===== config.mk =====
export PLATFORM = sky130hd
export DESIGN_NAME = uart_top
export DESIGN_NICKNAME = d
export VERILOG_FILES = /design/src/hdl/uart_pkg.sv /design/src/hdl/baud_gen.sv /design/src/hdl/tx_arbiter.sv /design/src/hdl/uart_rx.sv /design/src/hdl/uart_top.sv /design/src/hdl/uart_tx.sv
export SDC_FILE = /design/constraint.sdc
export NUM_CORES = 1
export LEC_CHECK = 0
export BUFFER_PORTS_ARGS = -buffer_cell sky130_fd_sc_hd__buf_2
export CORE_MARGIN = 1.5
export CORE_UTILIZATION = 52
export CTS_CLUSTER_DIAMETER = 30
export DETAILED_ROUTE_END_ITERATION = 12
export PLACE_DENSITY = 0.79
export SYNTH_ARGS = -nofsm -noshare
export SYNTH_HDL_FRONTEND = slang
export SYNTH_SLANG_ARGS = --single-unit

===== constraint.sdc =====
create_clock -name clk -period 2.03 [get_ports clk]
set_clock_uncertainty 0.05 [all_clocks]
set_input_delay 0.5075 -clock clk [delete_from_list [all_inputs] [get_ports clk]]
set_output_delay 0.5075 -clock clk [all_outputs]
set_load 0.05 [all_outputs]

===== src/hdl/uart_pkg.sv =====
`default_nettype none

package uart_pkg;

	localparam int TICKS_PER_BIT = 4; // baud ticks per serial bit
	localparam int DATA_BITS = 8; // payload bits per frame, lsb first

	// serial output phase
	typedef enum logic [2:0] {
		tx_idle_st = 3'd0, // line held high
		tx_start_st = 3'd1, // start bit, line low
		tx_data_st = 3'd2, // shifting data bits
		tx_parity_st = 3'd3, // even parity bit
		tx_stop_st = 3'd4 // stop bit, line high
	} tx_state_t;

	// serial input phase
	typedef enum logic [2:0] {
		rx_idle_st = 3'd0, // waiting for falling edge
		rx_start_st = 3'd1, // confirm start at mid bit
		rx_data_st = 3'd2, // sampling data bits
		rx_parity_st = 3'd3, // sampling parity bit
		rx_stop_st = 3'd4 // sampling stop bit
	} rx_state_t;

endpackage

`default_nettype wire


===== src/hdl/baud_gen.sv =====
`timescale 1ns/1ps
`default_nettype none

module baud_gen #(
	parameter int CLKS_PER_TICK = 4 // clocks between ticks, 2 or more
) (
	input wire clk,
	input wire rstn,
	output logic b_tick
);

	localparam int CW = $clog2(CLKS_PER_TICK);

	logic [CW-1:0] cnt; // clocks left until next tick

	// free running down counter
	always_ff @(posedge clk or negedge rstn)
	begin
		if (!rstn)
		begin
			cnt <= CW'(CLKS_PER_TICK - 1);
			b_tick <= 1'b0;
		end
		else if (cnt == '0)
		begin
			cnt <= CW'(CLKS_PER_TICK - 1); // reload
			b_tick <= 1'b1; // one clock wide
		end
		else
		begin
			cnt <= cnt - 1'b1;
			b_tick <= 1'b0;
		end
	end

endmodule

`default_nettype wire


===== src/hdl/tx_arbiter.sv =====
`timescale 1ns/1ps
`default_nettype none

module tx_arbiter (
	input wire clk,
	input wire rstn,
	input wire ch0_valid, // one cycle strobe
	input wire [uart_pkg::DATA_BITS-1:0] ch0_data,
	input wire ch1_valid,
	input wire [uart_pkg::DATA_BITS-1:0] ch1_data,
	input wire tx_busy, // transmitter occupied
	output logic tx_start,
	output logic [uart_pkg::DATA_BITS-1:0] tx_data,
	output logic ch0_overrun, // strobe dropped on full slot
	output logic ch1_overrun
);

	logic [1:0] in_valid; // index is channel number
	logic [uart_pkg::DATA_BITS-1:0] in_data [2];
	logic [1:0] full; // slot holds a byte
	logic [uart_pkg::DATA_BITS-1:0] slot [2]; // held bytes
	logic [1:0] grant; // one hot, at most one bit
	logic [1:0] overrun;
	logic last_grant; // channel granted last time

	assign in_valid = {ch1_valid, ch0_valid};
	assign in_data[0] = ch0_data;
	assign in_data[1] = ch1_data;

	// round robin between full slots
	always_comb
	begin
		grant = 2'b00;
		if (!tx_busy)
		begin
			if (full[0] && (!full[1] || last_grant))
				grant[0] = 1'b1;
			else if (full[1])
				grant[1] = 1'b1;
		end
	end

	always_ff @(posedge clk or negedge rstn)
	begin
		if (!rstn)
		begin
			full <= 2'b00;
			overrun <= 2'b00;
			last_grant <= 1'b1; // ch0 goes first
		end
		else
		begin
			for (int i = 0; i < 2; i++)
			begin
				// strobe refills even in the clearing cycle
				full[i] <= in_valid[i] || (full[i] && !grant[i]);
				overrun[i] <= in_valid[i] && full[i] && !grant[i]; // held byte kept
			end
			if (tx_start)
				last_grant <= grant[1];
		end
	end

	always_ff @(posedge clk)
	begin
		for (int i = 0; i < 2; i++)
			if (in_valid[i] && (!full[i] || grant[i]))
				slot[i] <= in_data[i];
	end

	assign tx_start = |grant; // slot cleared in the same cycle
	assign tx_data = grant[1] ? slot[1] : slot[0];
	assign ch0_overrun = overrun[0];
	assign ch1_overrun = overrun[1];

endmodule

`default_nettype wire


===== src/hdl/uart_rx.sv =====
`timescale 1ns/1ps
`default_nettype none

module uart_rx (
	input wire clk,
	input wire rstn,
	input wire b_tick, // baud tick
	input wire rx, // asynchronous serial line
	input wire parity_en, // expect a parity bit
	output logic rx_valid, // one cycle per frame
	output logic [uart_pkg::DATA_BITS-1:0] rx_data,
	output logic rx_parity_err,
	output logic rx_frame_err // stop sample was low
);

	localparam int TW = $clog2(uart_pkg::TICKS_PER_BIT);
	localparam int BW = $clog2(uart_pkg::DATA_BITS);

	uart_pkg::rx_state_t state_reg;
	uart_pkg::rx_state_t state_next;
	logic rx_meta; // first sync stage
	logic rx_sync; // second sync stage
	logic rx_sync_d; // for edge detect
	logic start_edge;
	logic [TW-1:0] tick_reg;
	logic [TW-1:0] tick_next;
	logic [BW-1:0] bit_reg;
	logic [BW-1:0] bit_next;
	logic [uart_pkg::DATA_BITS-1:0] shift_reg; // bits arrive lsb first
	logic [uart_pkg::DATA_BITS-1:0] shift_next;
	logic par_reg; // received parity bit
	logic par_next;
	logic valid_next;
	logic perr_next;
	logic ferr_next;
	logic tick_mid; // sample point, tick 2 of 4
	logic tick_last;

	assign start_edge = rx_sync_d && !rx_sync; // falling edge
	assign tick_mid = b_tick && (tick_reg == TW'(uart_pkg::TICKS_PER_BIT / 2 - 1));
	assign tick_last = b_tick && (tick_reg == TW'(uart_pkg::TICKS_PER_BIT - 1));

	always_ff @(posedge clk or negedge rstn)
	begin
		if (!rstn)
		begin
			rx_meta <= 1'b1;
			rx_sync <= 1'b1;
			rx_sync_d <= 1'b1;
			state_reg <= uart_pkg::rx_idle_st;
			tick_reg <= '0;
			bit_reg <= '0;
			rx_valid <= 1'b0;
			rx_parity_err <= 1'b0;
			rx_frame_err <= 1'b0;
		end
		else
		begin
			rx_meta <= rx;
			rx_sync <= rx_meta;
			rx_sync_d <= rx_sync;
			state_reg <= state_next;
			tick_reg <= tick_next;
			bit_reg <= bit_next;
			rx_valid <= valid_next;
			rx_parity_err <= perr_next;
			rx_frame_err <= ferr_next;
		end
	end

	always_ff @(posedge clk)
	begin
		shift_reg <= shift_next;
		par_reg <= par_next;
	end

	always_comb
	begin
		state_next = state_reg;
		bit_next = bit_reg;
		shift_next = shift_reg;
		par_next = par_reg;
		valid_next = 1'b0;
		perr_next = 1'b0;
		ferr_next = 1'b0;
		tick_next = tick_reg;
		if (b_tick)
			tick_next = tick_last ? '0 : tick_reg + 1'b1;

		case (state_reg)
		uart_pkg::rx_idle_st:
		begin
			tick_next = '0; // phase counts from the edge
			if (start_edge)
				state_next = uart_pkg::rx_start_st;
		end
		uart_pkg::rx_start_st:
			if (tick_mid && rx_sync)
				state_next = uart_pkg::rx_idle_st; // glitch, not a start bit
			else if (tick_last)
			begin
				state_next = uart_pkg::rx_data_st;
				bit_next = '0;
			end
		uart_pkg::rx_data_st:
		begin
			if (tick_mid)
				shift_next = {rx_sync, shift_reg[uart_pkg::DATA_BITS-1:1]};
			if (tick_last)
			begin
				if (bit_reg == BW'(uart_pkg::DATA_BITS - 1))
					state_next = parity_en ? uart_pkg::rx_parity_st : uart_pkg::rx_stop_st;
				else
					bit_next = bit_reg + 1'b1;
			end
		end
		uart_pkg::rx_parity_st:
		begin
			if (tick_mid)
				par_next = rx_sync;
			if (tick_last)
				state_next = uart_pkg::rx_stop_st;
		end
		uart_pkg::rx_stop_st:
			if (tick_mid)
			begin
				// report now and rearm for a back to back start edge
				state_next = uart_pkg::rx_idle_st;
				valid_next = 1'b1;
				ferr_next = !rx_sync;
				perr_next = parity_en && (par_reg != ^shift_reg); // even parity
			end
		default:
			state_next = uart_pkg::rx_idle_st;
		endcase
	end

	assign rx_data = shift_reg; // stable from last data bit to next frame

endmodule

`default_nettype wire


===== src/hdl/uart_top.sv =====
`timescale 1ns/1ps
`default_nettype none

module uart_top #(
	parameter int CLKS_PER_TICK = 4 // clocks per baud tick
) (
	input wire clk,
	input wire rstn,
	input wire ch0_valid,
	input wire [uart_pkg::DATA_BITS-1:0] ch0_data,
	input wire ch1_valid,
	input wire [uart_pkg::DATA_BITS-1:0] ch1_data,
	input wire parity_en, // static while frames in flight
	input wire rx,
	output wire tx,
	output wire tx_done,
	output wire rx_valid,
	output wire [uart_pkg::DATA_BITS-1:0] rx_data,
	output wire rx_parity_err,
	output wire rx_frame_err,
	output wire ch0_overrun,
	output wire ch1_overrun
);

	wire b_tick; // shared by tx and rx
	wire tx_start;
	wire [uart_pkg::DATA_BITS-1:0] tx_data;
	wire tx_busy;

	baud_gen #(.CLKS_PER_TICK(CLKS_PER_TICK)) baud_gen0 (
		.clk(clk), .rstn(rstn), .b_tick(b_tick)
	);

	tx_arbiter tx_arbiter0 (
		.clk(clk), .rstn(rstn),
		.ch0_valid(ch0_valid), .ch0_data(ch0_data),
		.ch1_valid(ch1_valid), .ch1_data(ch1_data),
		.tx_busy(tx_busy), .tx_start(tx_start), .tx_data(tx_data),
		.ch0_overrun(ch0_overrun), .ch1_overrun(ch1_overrun)
	);

	uart_tx uart_tx0 (
		.clk(clk), .rstn(rstn), .b_tick(b_tick),
		.tx_start(tx_start), .tx_data(tx_data), .parity_en(parity_en),
		.tx(tx), .tx_busy(tx_busy), .tx_done(tx_done)
	);

	uart_rx uart_rx0 (
		.clk(clk), .rstn(rstn), .b_tick(b_tick), .rx(rx), .parity_en(parity_en),
		.rx_valid(rx_valid), .rx_data(rx_data),
		.rx_parity_err(rx_parity_err), .rx_frame_err(rx_frame_err)
	);

endmodule

`default_nettype wire


===== src/hdl/uart_tx.sv =====
`timescale 1ns/1ps
`default_nettype none

module uart_tx (
	input wire clk,
	input wire rstn,
	input wire b_tick, // baud tick
	input wire tx_start, // one cycle load strobe
	input wire [uart_pkg::DATA_BITS-1:0] tx_data,
	input wire parity_en, // insert even parity bit
	output logic tx, // serial line
	output logic tx_busy,
	output logic tx_done // end of stop bit
);

	localparam int TW = $clog2(uart_pkg::TICKS_PER_BIT);
	localparam int BW = $clog2(uart_pkg::DATA_BITS);

	uart_pkg::tx_state_t state_reg;
	uart_pkg::tx_state_t state_next;
	logic [TW-1:0] tick_reg; // ticks within current bit
	logic [TW-1:0] tick_next;
	logic [BW-1:0] bit_reg; // data bit index
	logic [BW-1:0] bit_next;
	logic [uart_pkg::DATA_BITS-1:0] shift_reg; // remaining data bits
	logic [uart_pkg::DATA_BITS-1:0] shift_next;
	logic par_reg; // parity of the loaded byte
	logic par_next;
	logic tx_reg; // registered line level
	logic tx_next;
	logic tick_last; // last tick of a bit

	assign tick_last = b_tick && (tick_reg == TW'(uart_pkg::TICKS_PER_BIT - 1));

	// control state
	always_ff @(posedge clk or negedge rstn)
	begin
		if (!rstn)
		begin
			state_reg <= uart_pkg::tx_idle_st;
			tick_reg <= '0;
			bit_reg <= '0;
			tx_reg <= 1'b1; // line idles high
		end
		else
		begin
			state_reg <= state_next;
			tick_reg <= tick_next;
			bit_reg <= bit_next;
			tx_reg <= tx_next;
		end
	end

	// payload
	always_ff @(posedge clk)
	begin
		shift_reg <= shift_next;
		par_reg <= par_next;
	end

	always_comb
	begin
		state_next = state_reg;
		bit_next = bit_reg;
		shift_next = shift_reg;
		par_next = par_reg;
		tx_next = tx_reg;
		tx_done = 1'b0;
		tick_next = tick_reg;
		if (b_tick)
			tick_next = tick_last ? '0 : tick_reg + 1'b1; // edges follow b_tick

		case (state_reg)
		uart_pkg::tx_idle_st:
		begin
			tx_next = 1'b1;
			tick_next = '0;
			if (tx_start)
			begin
				state_next = uart_pkg::tx_start_st;
				shift_next = tx_data;
				par_next = ^tx_data; // even parity
				tx_next = 1'b0; // start bit on next cycle
			end
		end
		uart_pkg::tx_start_st:
			if (tick_last)
			begin
				state_next = uart_pkg::tx_data_st;
				bit_next = '0;
				tx_next = shift_reg[0]; // lsb first
			end
		uart_pkg::tx_data_st:
			if (tick_last)
			begin
				shift_next = shift_reg >> 1;
				if (bit_reg == BW'(uart_pkg::DATA_BITS - 1))
				begin
					state_next = parity_en ? uart_pkg::tx_parity_st : uart_pkg::tx_stop_st;
					tx_next = parity_en ? par_reg : 1'b1;
				end
				else
				begin
					bit_next = bit_reg + 1'b1;
					tx_next = shift_reg[1]; // next bit before the shift lands
				end
			end
		uart_pkg::tx_parity_st:
			if (tick_last)
			begin
				state_next = uart_pkg::tx_stop_st;
				tx_next = 1'b1;
			end
		uart_pkg::tx_stop_st:
			if (tick_last)
			begin
				state_next = uart_pkg::tx_idle_st;
				tx_done = 1'b1;
			end
		default:
			state_next = uart_pkg::tx_idle_st;
		endcase
	end

	assign tx = tx_reg;
	assign tx_busy = (state_reg != uart_pkg::tx_idle_st); // rises the cycle after tx_start

endmodule

`default_nettype wire


==> results.md, run 1 <==
STA:
- Setup repair after global routing left no endpoint under its margin.
- The measured slew at the worst slew-check pin is 690 ps.
- The final period demand of the worst path is 1960 ps.
- For the final routed database, the setup TNS stands at 0 ps.
- Setup violations remaining at the end of the flow were counted as 0.
- The max-slew headroom at the worst pin is 54.0%.
- The final critical path takes up 96.6% of the cycle.
- The max-slew violation count is 0.
- For this run, the top clock speed supported by timing is 510 MHz.
- The final-report hold violation count came to 0.
- Hold timing on the final database bottoms out at a slack of 155 ps.

Critical path:
- The maximum fanout count along the critical path is 12.
- The reg2reg setup slack is 230 ps.
- At the worst endpoint, the required time is 1470 ps.
- The critical path in this run is classified as flop to primary output.
- Tracing the worst setup path back leads to its startpoint at uart_tx0.state_reg[0].
- In this run the critical register-to-register path is launched from uart_rx0.bit_reg[0].
- The endpoint identified for the worst register-to-register timing path is uart_rx0.bit_reg[1].
- The worst setup path is launched from a flop.
- Measured in cells, the most critical reg-to-reg path has a length of 5.
- The arrival time of data at the critical path endpoint is 1400 ps.
- The end point of the critical path is tx_done.
- The worst setup path is captured at a primary output.

Detailed routing:
- The average routed wire per standard cell is 13.9 um.
- The wire length reported by the detailed router is 5020 um.
- The via count is 1856.
- For this run, design rule violations remaining after detail routing come to 0.
- The antenna violation net count after detailed routing is 0.
- The average vias per placed instance is 5.14.
- In this run, the number of DRC markers left after iteration 0 of detailed routing was 210.
- The number of detailed-routing iterations run before antenna repair is 4.

Global route:
- met1 is the most crowded layer.
- The global-route total usage across every layer is 18.4%.
- Entering global routing, the biggest net connects 32 pins.
- For this run, global-route usage on met2 was measured as 25.8%.
- The global routing usage on met3 is 4.19%.
- The via count of the first global-routing pass is 1798.
- In the global route stage, met1 resource usage came out at 26.7%.
- The initial antenna violation count is 0.
- The wire length of the first global-routing pass is 8380 um.
- The global route total overflow is 0.

Clocking:
- The number of hold buffers added after cts is 0.
- The tree is rooted in a clkbuf_8.
- The H-tree depth is 3.
- The later pin in the worst-skew pair is clocked with a latency of 340 ps.
- The number of buffers inserted during clock tree synthesis is 9.
- The maximum number of buffers from clock root to sink is 2.
- The CTS tree is done.
- The clock slew seen by the registers of the worst setup and hold paths is 70 ps.
- CTS saw 65 sinks.

Status:
- The flow ran to the end, and the final reports show no timing, DRC or antenna violations.

Die:
- The floorplan step set the die width to 78.3 um.
- The initial standard-cell utilization of the core is 53.9%.
- From bottom edge to top edge, the die measures 78.3 um.
- After floorplanning, the core was divided into 27 placement rows.
- The core region area is 0.00547 mm^2.
- The die area is 0.00613 mm^2.
- For this design the top-level I/O count stands at 37.

Synth:
- The portion of the post-synthesis area used by sequential elements is 61.2%.
- The post-synthesis net count is 267.
- Counting flops with a built-in enable in the synthesized netlist gives 34.
- The Yosys step of the flow raised 0 warnings.
- The gate count of the mapped netlist is 237.
- The synthesized area per cell is 12.4 um^2.
- Counting flops with an async set or reset pin after synthesis yields a share of 47.7%.
- The top flip-flop cell by instance count after synthesis is edfxtp_1.
- Yosys mapped the design onto 47 distinct sky130hd cell types.
- The cell area after synthesis is 0.00295 mm^2.
- The count of state elements after synthesis is 65.

Cells and area:
- The synthesis-to-layout area growth is 17.8%.
- The multi-input combinational cells in the finished layout cover a total of 0.00106 mm^2.
- The register with the most flip-flops in the layout has 16 of them.
- The repair_antennas step left the layout with diodes totalling 0.
- The most frequent standard cell in the layout excluding fill and tap cells is buf_2.
- Of the cells placed in the final design, the portion with a size suffix greater than 1 is 27.0%.
- The register cell area after layout is 0.00181 mm^2.
- The library cells used most frequently in the layout, excluding fill and tap cells, are 35 x buf_2, 34 x edfxtp_1, 22 x dfrtp_1.
- The final net count is 314.
- Fill cells in the final layout number 440.

Place:
- The quantity of I/O buffers inserted on ports is 36.
- At the end of routability-driven placement, the weighted congestion stood at 0.810.
- The half-perimeter wire length of the detailed placement result is 3640 um.

Power:
- Dividing total power by cell area gives a power density of 828 mW/mm^2.
- IR analysis of the VDD net gives a maximum drop of 0.501 mV.
- Summed over all cells, the static leakage comes to 1.56 nW.

Min path:
- The path type of the worst min-delay path is input port to async pin.

Job:
- The number of max-cap violations is 0.
## through the flow
step | setup slack, ps | total power [mW] | instances | utilization [%] | instance area (um^2)
after detailed placement | 222 | 1.71 | 345 | 59.2 | 3240
final | 69.8 | 2.87 | 361 | 63.5 | 3470
after CTS | 10.3 | 2.90 | 361 | 63.3 | 3460
after global placement | 285 | 1.70 | 345 | 59.2 | 3240
after global routing | 4.99 | 2.98 | 361 | 63.5 | 3470
after floorplan | 16.6 | 1.62 | 237 | - | 2960
## cell type report
cell class	count	area share (%)
Clock buffer	9	3.57
Clock inverter	7	2.74
Inverter	12	1.30
Multi-Input combinational cell	152	30.7
Sequential cell	65	52.1
Tap cell	72	2.59
Timing Repair Buffer	44	7.10
## power breakdown
part	internal, mW	total, mW	switching (mW)
logic	0.102	0.257	0.155
clock network	0.690	1.19	0.502
registers	1.41	1.42	0.0140
total	2.20	2.87	0.671
## worst min-delay path by stage
| stage | end | slack [ps] | depth (start not counted) |
|---|---|---|---|
| 2_1_floorplan | baud_gen0.b_tick | 160 | 0 |
| 3_3_place_gp | uart_rx0.rx_sync | 300 | 0 |
| 3_5_place_dp | uart_rx0.rx_sync | 300 | 0 |
| 4_1_cts | tx_arbiter0.overrun[1] | 170 | 1 |
| 5_1_grt | uart_rx0.rx_meta | 210 | 1 |
| 6_report | tx_arbiter0.overrun[1] | 160 | 1 |
## critical path: stages, from the launching register on
cell	delay, ps
dfrtp_2	500
nor2_1	170
nand2_1	100
nor2_2	120
buf_6	170
## synth_stat cells (2+ instances only)
cell | n | area (um^2)
mux2_1 | 3 | 33.8
a211oi_1 | 2 | 15.0
nor3b_1 | 3 | 22.5
nor2b_1 | 3 | 18.8
o21ai_1 | 6 | 30.0
dfrtp_1 | 24 | 601
o22ai_1 | 2 | 12.5
nor3_1 | 11 | 55.1
nor2_1 | 13 | 48.8
edfxtp_1 | 34 | 1020
and3_1 | 3 | 18.8
ha_1 | 8 | 100
and2_1 | 2 | 12.5
o32ai_1 | 2 | 17.5
clkbuf_1 | 2 | 7.51
inv_1 | 11 | 41.3
xnor2_1 | 19 | 166
buf_2 | 4 | 20.0
a21o_1 | 2 | 15.0
nand2_1 | 21 | 78.8
o21ai_0 | 9 | 45.0
a31oi_1 | 2 | 12.5
mux2i_1 | 12 | 120
nand2b_1 | 4 | 25.0
dfstp_2 | 7 | 184
a21oi_1 | 7 | 35.0
## timing repair
action	CTS	global route
setup endpoints to repair	1	1
resized for setup	3	3
setup buffers	0	0
pin swaps	0	0
## kinds of logic after synthesis
family	synth area share [%]
simple gates	11.8
flops	61.2
compound gates	8.49
xor+xnor	6.71
buf+inv	3.10
mux	5.22
fa+ha+maj	3.40
## metal layers
layer	up-vias	wire length [um]
met5	-	0
met4	0	74
met3	8	286
met2	56	2240
met1	853	2430
li1	939	-
(Power assumes the default switching activity.)
==> run 2: changes to the inputs <==
Settings changed: SYNTH_HIERARCHICAL set to 1.
==> results.md, run 2 <==
STA:
- The max-slew violation count is 0 (unchanged).
- The max-slew headroom at the worst pin came to 53.6% (-0.36 points).
- The setup-violating endpoint count in the final report is 0 (unchanged).
- The peak clock frequency supported by timing was 496 MHz (-2.8%).
- Setup repair after global routing could not meet its margin everywhere.
- The measured slew at the worst slew-check pin came to 696 ps (+5.44 ps).
- The share of the clock period used by the worst path is 99.3% (+2.8 points).
- The final period demand of the worst path is 2020 ps (+56.5 ps).
- The final-report hold violation count is 0 (unchanged).

Synth:
- The fraction of post-synthesis cell area in the top cell type by area is 34.0% (-0.63 points).
- The biggest area contributor in the post-synthesis netlist is edfxtp_1.
- The dominant cell by count in the synthesized netlist is edfxtp_1.
- By area the synthesized netlist is led by edfxtp_1 34%, dfrtp_1 20%, mux2_2 6.4%.
- The gate count of the mapped netlist is 230 (-3.0%).
- The synthesized area per cell came to 13.1 um^2 (+5.0%).
- The portion of the post-synthesis area used by sequential elements is 60.1% (-1.1 points).
- The number of distinct library cell variants in the gate-level netlist after synthesis is 47 (unchanged).
- The most used flip-flop cell after synthesis is edfxtp_1.
- The number of warnings printed during yosys synthesis is 6 (+6).
- The fraction of registers with async set or reset after synthesis came to 47.7% (unchanged).
- The number of enable-type register cells in the synthesized netlist is 34 (unchanged).
- The count of state elements after synthesis is 65 (unchanged).
- The post-synthesis net count came to 260 (-2.6%).
- The cell area after synthesis is 0.00300 mm^2 (+1.9%).
- By count the netlist is led by 34 x edfxtp_1, 24 x dfrtp_1, 17 x mux2_2.

Power:
- The static leakage power is 1.51 nW (-3.1%).
- The proportion of power drawn by combinational gates is 13.9% (+5.0 points).
- The net switching power was 0.829 mW (+23%).
- The maximum ir drop on the vdd rail is 0.590 mV (+18%).
- The sequential cell fraction of total power came to 50.3% (+0.7 points).
- The switching share of total power is 27.3% (+3.9 points).
- The power density over the cells is 860 mW/mm^2 (+3.9%).
- The cell-internal power was 2.21 mW (+0.40%).
- The share of total power in the clock network is 35.8% (-5.7 points).

Cells and area:
- The number of filler instances in the final layout is 458 (+4.1%).
- The register cell area after layout came to 0.00181 mm^2 (-0.14%).
- The final instance area is 0.00353 mm^2 (+1.8%).
- The share of the core filled with cells is 63.8% (+0.33 points).
- The multi-input logic area is 0.00113 mm^2 (+5.9%).
- The library cell used most frequently in the layout, excluding fill and tap cells, is buf_2.
- In the layout the commonest cells are 35 x buf_2, 34 x edfxtp_1, 24 x dfrtp_1.
- The ratio of cells with drive above 1 in the final layout is 37.8% (+11 points).
- The final net count was 308 (-1.9%).
- Relative to the synthesized area, the layout overhead comes to 17.7%.
- The flip-flop count of the largest register, all copies and words added is 16 (unchanged).
- The antenna diode count is 0 (unchanged).

Critical path:
- The largest individual stage delay along the critical path comes from the cell dfrtp_1.
- The data required time at the worst endpoint is 2080 ps (+610 ps).
- The maximum fanout count along the critical path came to 8 (-4).
- By startpoint and endpoint, the worst setup path is classified as flop to flop.
- By instance count, the cell type seen most on the critical path is xnor2_1.
- The worst setup path is captured at a flop.
- The delay of the slowest critical-path stage is 410 ps (-90 ps).
- The critical path goes through nor3_4 -> inv_2 -> a21oi_4 -> nand2_4 -> mux2_2 -> xor2_2 -> xnor2_1 -> xnor2_1.
- The cell family contributing the most delay on the critical path is XOR/XNOR gates.
- The worst setup path is launched from a flop.
- The arrival time of data at the critical path endpoint is 2060 ps (+660 ps).
- The combined buffer and inverter count along the critical path was 1 (unchanged).

Global route:
- The initial antenna violation count is 0 (unchanged).
- The global route total overflow was 0 (unchanged).
- The wire length of the first global-routing pass came to 8250 um (-1.6%).
- The global-route total usage across every layer is 17.6% (-0.77 points).
- The pin count of the biggest net entering global routing is 32 (unchanged).
- The via count of the first global-routing pass was 1782 (-0.89%).

Place:
- The cell area after placement came to 0.00329 mm^2 (+1.4%).
- The quantity of I/O buffers inserted on ports was 36 (unchanged).
- The final weighted congestion of routability-driven global placement is 0.855 (+5.7%).
- The half-perimeter wire length of the detailed placement result is 3570 um (-1.9%).

Die:
- The initial standard-cell utilization of the core is 54.2% (+0.34 points).
- The I/O pin count came to 37 (unchanged).
- The core region area is 0.00554 mm^2 (+1.2%).
- The height of the chip is 79.0 um (+0.89%).
- The die area is 0.00624 mm^2 (+1.8%).
- The number of standard-cell rows in the floorplan came to 27 (unchanged).
- The width of the die was 79.0 um (+0.89%).

Status:
- The flow ran to the end, and the final reports show no timing, DRC or antenna violations.

Clocking:
- The H-tree depth is 3 (unchanged).
- The number of clock sinks seen by CTS is 65 (unchanged).
- The number of buffers inserted during clock tree synthesis is 9 (unchanged).
- TritonCTS built the clock tree.
- The number of buffers added for setup after CTS was 0 (unchanged).
- The clock slew seen by the registers of the worst setup and hold paths is 80 ps (about the same).
- The cell at the root of the clock tree is clkbuf_8.
- The number of hold buffers added after cts came to 0 (unchanged).
- The clock latency of the later-clocked register in the worst-skew pair is 340 ps (about the same).
- The maximum number of buffers from clock root to sink was 2 (unchanged).

Detailed routing:
- The number of detailed-routing iterations run before antenna repair is 4 (unchanged).
- The number of design rule violations left after detail routing is 0 (unchanged).
- The first-iteration detailed-routing DRC count was 64 (-70%).
- The antenna violation net count after detailed routing came to 0 (unchanged).
- The via count is 1857 (+0.054%).
- The average routed wire per standard cell was 14.2 um (+2.0%).
- The average vias per placed instance is 5.23 (+1.7%).
- The wire length reported by the detailed router is 5040 um (+0.34%).

Min path:
- The worst hold path belongs to the class input port to async pin.

Job:
- The number of max-cap violations is 0 (unchanged).
-- run 2: changes by cell type after synthesis, sizes merged, moves of 6 or more --
cell and change:
mux2 +17, mux2i -10, xnor2 -9, nor3 -7, nand3 +6, o21ai -6
-- run 2: cell type report --
type | instances | area share [%]
inverter | 14 | 1.49
multi-input combinational | 143 | 31.9
clock inverter | 7 | 2.19
clock buffer | 9 | 3.50
timing repair buffer | 45 | 7.29
sequential | 65 | 51.1
tap | 72 | 2.55
-- run 2: cell families (layout without fill, tap and decap cells) --
| logic type | count (synthesis) | in the layout | share of synthesized area, % |
|---|---|---|---|
| simple gates | 66 | 66 | 11.5 |
| flops | 65 | 65 | 60.1 |
| compound gates | 33 | 33 | 7.83 |
| mux | 22 | 22 | 8.54 |
| buf+inv | 22 | 75 | 4.08 |
| xor+xnor | 14 | 14 | 4.54 |
| fa+ha+maj | 8 | 8 | 3.33 |
-- run 2: power by group through the flow --
stage          Sequential, mW  Clock, mW  Combinational, mW
6_report                 1.53       1.09              0.422
5_1_grt                  1.54       1.18              0.469
4_1_cts                  1.53       1.12              0.425
3_5_place_dp             1.55          0              0.420
3_3_place_gp             1.55          0              0.405
2_1_floorplan            1.50          0              0.418
-- run 2: timing repair --
action	in CTS	in global routing
setup endpoints to repair	1	2
gates resized for setup	6	4
pin swaps	0	1
cloned	0	0
-- run 2: per-layer routing --
| layer | global-route usage [%] | routed length [um] | vias up |
|---|---|---|---|
| met3 | 4.83 | 224 | 8 |
| met4 | 7.89 | 102 | 0 |
| met1 | 25.1 | 2520 | 877 |
| li1 | - | - | 920 |
| met2 | 25.2 | 2200 | 52 |
| met5 | 0 | 0 | - |
-- run 2: path summary, 6_finish.rpt --
path                                       startpoint                    end  slack (ps)  cells after the start
worst max-delay path            uart_tx0/state_reg[2]       uart_tx0/par_reg          10                      8
worst min register to register       uart_rx0/rx_meta       uart_rx0/rx_sync         310                      0
worst min-delay path                             rstn  uart_rx0/state_reg[1]         160                      1
min in group clk                                   rx       uart_rx0/rx_meta         210                      1
max in group asynchronous                        rstn    uart_rx0/bit_reg[2]        1320                      1
worst max register to register  uart_tx0/state_reg[2]       uart_tx0/par_reg          10                      8
-- run 2: metrics by stage --
stage / std cells / TNS, ps / setup slack, ps / total power, mW / hold WS [ps]
after detailed placement: 339 / 0 / 6.58 / 1.98 / 297
after global routing: 355 / -144 / -80.9 / 3.19 / 200
after global placement: 339 / 0 / 60.5 / 1.96 / 296
after CTS: 355 / 0 / 2.68 / 3.08 / 176
final: 355 / 0 / 13.3 / 3.04 / 157
after floorplan: 230 / -21.8 / -21.8 / 1.92 / 162
